==> src/hdl/boothPkg.sv <==
package boothPkg;

	// operand and product sizes
	localparam int OperandWidth = 8;
	localparam int ProductWidth = 2 * OperandWidth;

	// radix-4 retires two multiplier bits per step
	localparam int StepCount = OperandWidth / 2;
	localparam int StepWidth = $clog2(StepCount + 1);

	// high half carries two extra sign bits for the doubled multiplicand
	localparam int AccWidth = OperandWidth + 2;

	// sequencer state encodings
	localparam int StateWidth = 3;
	localparam logic [StateWidth-1:0] stateIdle  = 3'd0;
	localparam logic [StateWidth-1:0] stateLoad  = 3'd1;
	localparam logic [StateWidth-1:0] stateAccum = 3'd2;
	localparam logic [StateWidth-1:0] stateShift = 3'd3;
	localparam logic [StateWidth-1:0] stateDone  = 3'd4;

	typedef logic signed [OperandWidth-1:0] operand_t;

	// bit 0 selects subtract, bit 1 selects the doubled multiplicand
	typedef enum logic [1:0] {
		addOne = 2'b00,
		subOne = 2'b01,
		addTwo = 2'b10,
		subTwo = 2'b11
	} boothAction_t;

	typedef struct packed {
		logic [OperandWidth-1:0] high;
		logic [OperandWidth-1:0] low;
	} productBytes_t;

	// same product word, seen whole or as two bytes
	typedef union packed {
		logic signed [ProductWidth-1:0] full;
		productBytes_t bytes;
	} product_t;

endpackage

==> src/hdl/busPkg.sv <==
package busPkg;

	localparam int DataWidth = 32;
	localparam int AddrWidth = 5;

	// register map
	localparam logic [AddrWidth-1:0] regOperandA    = 5'h00;
	localparam logic [AddrWidth-1:0] regOperandB    = 5'h04;
	// bit 0 starts a multiplication
	localparam logic [AddrWidth-1:0] regControl     = 5'h08;
	// bit 0 busy, bit 1 sticky done
	localparam logic [AddrWidth-1:0] regStatus      = 5'h0C;
	localparam logic [AddrWidth-1:0] regProduct     = 5'h10;
	localparam logic [AddrWidth-1:0] regProductHigh = 5'h14;
	localparam logic [AddrWidth-1:0] regProductLow  = 5'h18;

	typedef enum logic [1:0] {
		respOkay   = 2'b00,
		respSlvErr = 2'b10
	} axiResp_t;

endpackage

==> src/hdl/boothControl.sv <==
`timescale 1ns/1ps

module boothControl import boothPkg::*; (
	input logic CLK,
	input logic RESET,
	input logic start,
	input logic [2:0] window,
	output logic load,
	output logic accumulate,
	output logic shift,
	output logic busy,
	output logic done,
	output boothAction_t action
);

	logic [StateWidth-1:0] state;
	logic [StateWidth-1:0] stateNext;
	logic [StepWidth-1:0] stepCnt;
	logic [StepWidth-1:0] stepInc;
	logic nonZero;

	assign stepInc = stepCnt + 1'b1;

	always_ff @(posedge CLK or negedge RESET) begin
		if (!RESET) begin
			state <= stateIdle;
			stepCnt <= '0;
		end else begin
			state <= stateNext;
			// step counter, restarted at load and advanced per shift
			if (load) begin
				stepCnt <= '0;
			end else if (shift) begin
				stepCnt <= stepInc;
			end
		end
	end

	always_comb begin
		stateNext = state;
		case (state)
			stateIdle: begin
				if (start) begin
					stateNext = stateLoad;
				end
			end
			stateLoad: begin
				stateNext = stateAccum;
			end
			stateAccum: begin
				stateNext = stateShift;
			end
			stateShift: begin
				// last shift once every multiplier pair has been retired
				if (stepInc == StepWidth'(StepCount)) begin
					stateNext = stateDone;
				end else begin
					stateNext = stateAccum;
				end
			end
			stateDone: begin
				stateNext = stateIdle;
			end
			default: begin
				stateNext = stateIdle;
			end
		endcase
	end

	// radix-4 recoding of {b[i+1], b[i], b[i-1]}
	always_comb begin
		action = addOne;
		nonZero = 1'b1;
		case (window)
			3'b001, 3'b010: action = addOne;
			3'b011: action = addTwo;
			3'b100: action = subTwo;
			3'b101, 3'b110: action = subOne;
			default: nonZero = 1'b0;
		endcase
	end

	assign load = (state == stateLoad);
	// 000 and 111 leave the partial product alone
	assign accumulate = (state == stateAccum) && nonZero;
	assign shift = (state == stateShift);
	assign done = (state == stateDone);
	assign busy = (state != stateIdle);

endmodule

==> src/hdl/boothDatapath.sv <==
`timescale 1ns/1ps

module boothDatapath import boothPkg::*; (
	input logic CLK,
	input logic RESET,
	input logic load,
	input logic accumulate,
	input logic shift,
	input boothAction_t action,
	input operand_t operandA,
	input operand_t operandB,
	output logic [2:0] window,
	output product_t product
);

	operand_t multiplicand;
	logic signed [AccWidth-1:0] accHigh;
	logic [OperandWidth-1:0] accLow;
	logic guard;

	logic signed [AccWidth-1:0] addend;
	logic signed [AccWidth-1:0] sum;
	logic signed [AccWidth+OperandWidth:0] shifted;

	// multiplicand, sign extended, either once or doubled
	always_comb begin
		case (action)
			addTwo, subTwo: begin
				addend = {
					{(AccWidth-OperandWidth-1){multiplicand[OperandWidth-1]}},
					multiplicand,
					1'b0
				};
			end
			default: begin
				addend = {
					{(AccWidth-OperandWidth){multiplicand[OperandWidth-1]}},
					multiplicand
				};
			end
		endcase
	end

	always_comb begin
		if (action == subOne || action == subTwo) begin
			sum = accHigh - addend;
		end else begin
			sum = accHigh + addend;
		end
	end

	// whole register including guard bit moves right by one multiplier pair
	assign shifted = $signed({accHigh, accLow, guard}) >>> 2;

	always_ff @(posedge CLK or negedge RESET) begin
		if (!RESET) begin
			multiplicand <= '0;
			accHigh <= '0;
			accLow <= '0;
			guard <= 1'b0;
		end else if (load) begin
			multiplicand <= operandA;
			accHigh <= '0;
			accLow <= operandB;
			guard <= 1'b0;
		end else if (accumulate) begin
			accHigh <= sum;
		end else if (shift) begin
			{accHigh, accLow, guard} <= shifted;
		end
	end

	// two low multiplier bits plus the bit shifted out last
	assign window = {accLow[1:0], guard};

	// extra sign bits drop out, the result always fits in 16 bits
	assign product.full = {accHigh[OperandWidth-1:0], accLow};

endmodule

==> src/hdl/axiLiteRegs.sv <==
`timescale 1ns/1ps

module axiLiteRegs import boothPkg::*, busPkg::*; (
	input logic CLK,
	input logic RESET,
	input logic awvalid,
	output logic awready,
	input logic [AddrWidth-1:0] awaddr,
	input logic wvalid,
	output logic wready,
	input logic [DataWidth-1:0] wdata,
	output logic bvalid,
	input logic bready,
	output axiResp_t bresp,
	input logic arvalid,
	output logic arready,
	input logic [AddrWidth-1:0] araddr,
	output logic rvalid,
	input logic rready,
	output logic [DataWidth-1:0] rdata,
	output axiResp_t rresp,
	input logic busy,
	input logic done,
	input product_t product,
	output logic start,
	output operand_t operandA,
	output operand_t operandB
);

	logic writeReady;
	logic writeFire;
	logic writeMapped;
	logic readFire;
	logic doneFlag;
	logic [DataWidth-1:0] readData;
	axiResp_t readResp;

	// address and data accepted in the same cycle
	assign awready = writeReady;
	assign wready = writeReady;
	assign writeFire = awvalid && wvalid && writeReady;
	assign readFire = arvalid && arready;

	always_comb begin
		case (awaddr)
			regOperandA, regOperandB, regControl, regStatus,
			regProduct, regProductHigh, regProductLow: writeMapped = 1'b1;
			default: writeMapped = 1'b0;
		endcase
	end

	// write channel, one transfer in flight at a time
	always_ff @(posedge CLK or negedge RESET) begin
		if (!RESET) begin
			writeReady <= 1'b0;
			bvalid <= 1'b0;
			bresp <= respOkay;
		end else begin
			writeReady <= awvalid && wvalid && !writeReady && !bvalid;
			if (writeFire) begin
				bvalid <= 1'b1;
				bresp <= writeMapped ? respOkay : respSlvErr;
			end else if (bvalid && bready) begin
				bvalid <= 1'b0;
			end
		end
	end

	always_ff @(posedge CLK or negedge RESET) begin
		if (!RESET) begin
			operandA <= '0;
			operandB <= '0;
			start <= 1'b0;
			doneFlag <= 1'b0;
		end else begin
			// start while busy is dropped
			start <= writeFire && (awaddr == regControl) && wdata[0] && !busy;
			if (writeFire && (awaddr == regOperandA)) begin
				operandA <= wdata[OperandWidth-1:0];
			end
			if (writeFire && (awaddr == regOperandB)) begin
				operandB <= wdata[OperandWidth-1:0];
			end
			// sticky until the next accepted start
			if (start) begin
				doneFlag <= 1'b0;
			end else if (done) begin
				doneFlag <= 1'b1;
			end
		end
	end

	always_comb begin
		readData = '0;
		readResp = respOkay;
		case (araddr)
			regOperandA: readData[OperandWidth-1:0] = operandA;
			regOperandB: readData[OperandWidth-1:0] = operandB;
			regControl: readData = '0;
			regStatus: readData[1:0] = {doneFlag, busy};
			regProduct: begin
				readData = {
					{(DataWidth-ProductWidth){product.full[ProductWidth-1]}},
					product.full
				};
			end
			regProductHigh: readData[OperandWidth-1:0] = product.bytes.high;
			regProductLow: readData[OperandWidth-1:0] = product.bytes.low;
			default: readResp = respSlvErr;
		endcase
	end

	// read channel, data held until rready
	always_ff @(posedge CLK or negedge RESET) begin
		if (!RESET) begin
			arready <= 1'b0;
			rvalid <= 1'b0;
			rdata <= '0;
			rresp <= respOkay;
		end else begin
			arready <= arvalid && !arready && !rvalid;
			if (readFire) begin
				rvalid <= 1'b1;
				rdata <= readData;
				rresp <= readResp;
			end else if (rvalid && rready) begin
				rvalid <= 1'b0;
			end
		end
	end

endmodule

==> src/hdl/multiplierTop.sv <==
`timescale 1ns/1ps

module multiplierTop import boothPkg::*, busPkg::*; (
	input logic CLK,
	input logic RESET,
	input logic awvalid,
	output logic awready,
	input logic [AddrWidth-1:0] awaddr,
	input logic wvalid,
	output logic wready,
	input logic [DataWidth-1:0] wdata,
	output logic bvalid,
	input logic bready,
	output axiResp_t bresp,
	input logic arvalid,
	output logic arready,
	input logic [AddrWidth-1:0] araddr,
	output logic rvalid,
	input logic rready,
	output logic [DataWidth-1:0] rdata,
	output axiResp_t rresp
);

	logic start;
	logic busy;
	logic done;
	logic load;
	logic accumulate;
	logic shift;
	logic [2:0] window;
	boothAction_t action;
	operand_t operandA;
	operand_t operandB;
	product_t product;

	// bus side register block
	axiLiteRegs i_regs (
		.CLK(CLK),
		.RESET(RESET),
		.awvalid(awvalid),
		.awready(awready),
		.awaddr(awaddr),
		.wvalid(wvalid),
		.wready(wready),
		.wdata(wdata),
		.bvalid(bvalid),
		.bready(bready),
		.bresp(bresp),
		.arvalid(arvalid),
		.arready(arready),
		.araddr(araddr),
		.rvalid(rvalid),
		.rready(rready),
		.rdata(rdata),
		.rresp(rresp),
		.busy(busy),
		.done(done),
		.product(product),
		.start(start),
		.operandA(operandA),
		.operandB(operandB)
	);

	boothControl i_control (
		.CLK(CLK),
		.RESET(RESET),
		.start(start),
		.window(window),
		.load(load),
		.accumulate(accumulate),
		.shift(shift),
		.busy(busy),
		.done(done),
		.action(action)
	);

	boothDatapath i_datapath (
		.CLK(CLK),
		.RESET(RESET),
		.load(load),
		.accumulate(accumulate),
		.shift(shift),
		.action(action),
		.operandA(operandA),
		.operandB(operandB),
		.window(window),
		.product(product)
	);

endmodule

==> config.mk <==
export PLATFORM = sky130hd
export DESIGN_NAME = multiplierTop
export DESIGN_NICKNAME = d
export VERILOG_FILES = /design/src/hdl/boothPkg.sv /design/src/hdl/busPkg.sv /design/src/hdl/boothControl.sv /design/src/hdl/boothDatapath.sv /design/src/hdl/axiLiteRegs.sv /design/src/hdl/multiplierTop.sv
export SDC_FILE = /design/constraint.sdc
export NUM_CORES = 1
export LEC_CHECK = 0
export BUFFER_PORTS_ARGS = -buffer_cell sky130_fd_sc_hd__buf_2
export CAP_MARGIN = 25
export CORE_AREA = 2 2 88 133
export CTS_CLUSTER_DIAMETER = 120
export DETAILED_ROUTE_END_ITERATION = 8
export DIE_AREA = 0 0 90 135
export SETUP_SLACK_MARGIN = 0.1
export SYNTH_ARGS = -nofsm -noshare
export SYNTH_HDL_FRONTEND = slang
export SYNTH_SLANG_ARGS = --single-unit
==> constraint.sdc <==
create_clock -name CLK -period 9.6 [get_ports CLK]
set_clock_uncertainty 0.1 [all_clocks]
set_input_delay 0 -clock CLK [delete_from_list [all_inputs] [get_ports CLK]]
set_output_delay 0 -clock CLK [all_outputs]
set_load 0.03 [all_outputs]
==> metrics list <==
- The initial antenna violation count is 0.
* Global-route wire length before repair: 16.6 mm
* Data arrival, critical path: 4400 ps
* Met3 track demand over resource: 3.01%
- Setup violations remaining at the end of the flow were counted as 0.
- Clock tree from TritonCTS: yes
- After clock tree synthesis, the clock-pin slew on the worst setup and hold paths is 60 ps.
* Die Y-Extent: 135 um
- Fraction of final layout cells sized beyond drive strength 1: 21.2%
- Post-synth design cell area: 4310 um2
* Largest net degree at the start of global routing: 74
- The startpoint identified for the worst hold timing path is araddr[1].
- Fin crit share: 44.8%
- HPWL after DPL: 7.36 mm
* Worst setup path startpoint: i_datapath.accLow[1]
- The worst setup path is captured at a flop.
- Primary flip-flop cell chosen by synthesis mapping: dfrtp_1
* Gate Count Post-Synth: 443
- STA classifies the critical path startpoint as a flop.
- Counting the buffers created by CTS gives 9.
- Headroom to the max-slew limit came out at 30.4%.
- Count of input and output buffers: 63
* Final Net Count: 561
* Die Area: 12200 um2
- Final number of hold-violating endpoints: 0
- # H-tree levels: 3
- Sequential elements use 42.4% of the synthesized area.
- Once the clock tree was built, the setup fixing pass inserted 0 buffers.
- Number of antenna-violating nets in the routed design: 0
* Worst-Skew Late Latency: 340 ps
- Across every metal layer, demand over resource in global routing totals 17.2%.
- The worst path in the final design needs a cycle of 4310 ps, including I/O delays and setup.
- For this design the ratio of total power to cell area is 292 nW/um2.
- Clk buf depth: 2
* Number of max-cap violations: 0
* Total number of placement rows: 47
- met2 is the most crowded layer.
* # fillers: 1042
- # clock sinks: 73
* Final routed wire length divided by cell count: 15.7 um
- Final estimated routing congestion in global placement: 0.831
- Transition at the pin with the smallest max-transition slack: 1040 ps
* Kind of critical path: reg -> reg
- Horizontal extent of the die: 90 um
- 0 antenna diodes ended up in the layout.
- Worst-case reg-to-reg path depth: 15
- Core footprint: 10900 um2
* TNS Setup: 0 ps
- The worst hold path passes through 3 cells.
- Top-Level Pins: 90
* Number of warning messages in the yosys log: 0
* Number of pins exceeding their max-slew limit in the final report: 0
* Master cell of the clock root buffer: clkbuf_16
- IR analysis of the VDD net gives a maximum drop of 0.120 mV.
- After the first detailed-routing iteration, the DRC count stood at 238.
* Number of synthesized flops with an enable pin: 0
- Overall power consumption after layout is estimated at 0.00149 W.
- Counting distinct cell types in the post-synthesis netlist gives 60.
- Timing would allow up to 232 MHz.
- GRT Residual Overflow: 0
* Total Wirelength: 10.2 mm
* Synth-to-layout area growth: 18.0%
- For this run, asynchronously set or reset flops after synthesis account for 100%.
* Classification of the worst-slack hold path: in -> reg
* Vias in the first global route: 3280
- For the worst setup path, the data required time is 9690 ps.
* Setup repair after global routing missed its margin: no
- Commonest non-fill, non-tap cell in the layout: dfrtp_1
- After synthesis, the mean cell area works out to 9.73 um2.
- Startpoint of the most critical register-to-register path: i_datapath.accLow[1]
- The initial utilization of the core area, before any placement, comes to 39.4%.
- The detailed router placed 3448 vias in this run.
* Flop and latch count out of synthesis: 73
* Per-cell via count in the routed design: 5.30
* Status: finished, final reports clean
- Final routed DRC violation total: 0
* First-pass iteration count of the detailed router: 5
* Largest fanout on the critical path: 12
- The top cell types in the final layout, fill and taps aside, are dfrtp_1, buf_2, o21ai_0.
- Global routing used 31.3% of the available met2 tracks.
- Leakage: 2.46 nW
- Global routing used 19.8% of the available met1 tracks.
flip-flops by register name, indices dropped and copies added, names as in the netlist, 3 cells and up:
name,count
i_regs.rdata,16
i_regs.operandB,8
i_datapath.multiplicand,8
i_control.stepCnt,3
i_regs.operandA,8
i_datapath.accHigh,10
i_control.state,3
i_datapath.accLow,8
worst max-delay path, stage by stage, from the launching register on:
cell and delay, ps:
dfrtp_1 560, nor3b_1 650, a21o_4 220, mux2i_1 250
ha_1 200, nand2b_1 120, a2111oi_4 410, nand2b_2 120
a41oi_1 220, o221ai_1 160, ha_1 350, a21boi_0 180
o22ai_1 140, o21ai_0 250, xnor2_1 150, a21oi_1 80
metrics by stage:
step / instances / worst slack, ps / hold slack, ps / util (%) / cell area [um2]
after CTS: 651 / 5280 / 32.0 / 46.5 / 5090
after global placement: 611 / 5390 / 92.1 / 41.5 / 4540
after detailed placement: 611 / 5300 / 91.4 / 41.5 / 4540
after floorplan: 444 / 5890 / -396 / - / 4320
after global routing: 651 / 4890 / 46.6 / 46.5 / 5090
final: 651 / 5290 / 30.7 / 46.5 / 5090
routing by layer:
layer | wire [um] | vias to the layer above | part of all wire [%]
met3 | 376 | 14 | 3.7
met5 | 0 | - | 0
li1 | - | 1666 | -
met4 | 233 | 0 | 2.3
met1 | 4200 | 1675 | 41
met2 | 5410 | 93 | 53
synth_stat cells, drive strengths merged (3+ instances only):
cell,instances,share of area [%]
o22ai,5,0.73
nor3b,3,0.52
mux2,24,6.3
a21oi,24,3.0
mux2i,18,4.2
a31oi,3,0.44
nor3,6,0.81
a22o,17,3.5
nand2,45,3.9
nand2b,9,1.4
dfrtp,73,42
o21ai,48,5.6
a211oi,6,1.0
nand3b,4,0.70
and3,4,0.58
inv,16,1.4
xnor2,6,1.2
o221ai,3,0.75
ha,12,3.5
nand3,9,1.0
nor2b,5,0.73
buf,32,5.5
o21a,3,0.52
clkbuf,13,1.1
nor2,19,1.7
xor2,6,1.2
a311oi,4,0.81
cell families after synthesis:
group                      share of synthesized area [%]
and+or+nand+nor                                     13.3
buffers and inverters                               8.24
xor gates and xnor gates                            2.44
other                                             0.0870
DFF                                                 42.4
adders and majority gates                           3.95
AOI/OAI and AO/OA                                   19.2
muxes                                               10.4
area by class of cell:
type / count / area (um2) / share of cell area (%)
clock inverter: 3 / 46.3 / 0.910
tap: 147 / 184 / 3.61
sequential: 73 / 1830 / 35.9
inverter: 16 / 60.1 / 1.18
clock buffer: 13 / 260 / 5.11
multi-input combinational: 309 / 2130 / 41.9
timing repair buffer: 90 / 578 / 11.4
report_power, final:
part | switching [W] | internal [W] | leakage, nW
clock | 0.000127 | 0.000216 | 0.146
sequential | 0.0000937 | 0.000377 | 0.957
combinational | 0.000384 | 0.000289 | 1.36
total | 0.000605 | 0.000883 | 2.46
path summary, 6_finish.rpt:
path	to	slack [ps]
hold reg to reg	i_regs.awready	350
setup / recovery	i_datapath.accHigh[9]	5290
min in group asynchronous	i_regs.awready	330
max in group asynchronous	i_datapath.accHigh[6]	8480
setup reg to reg	i_datapath.accHigh[9]	5290
hold / removal	i_regs.rdata[7]	30
repair_timing:
item	in CTS	in global routing
hold buffers	24	0
endpoints found under the hold margin	96	0
gates resized for setup	0	0
No activity file was read; power rests on OpenSTA's default activity.
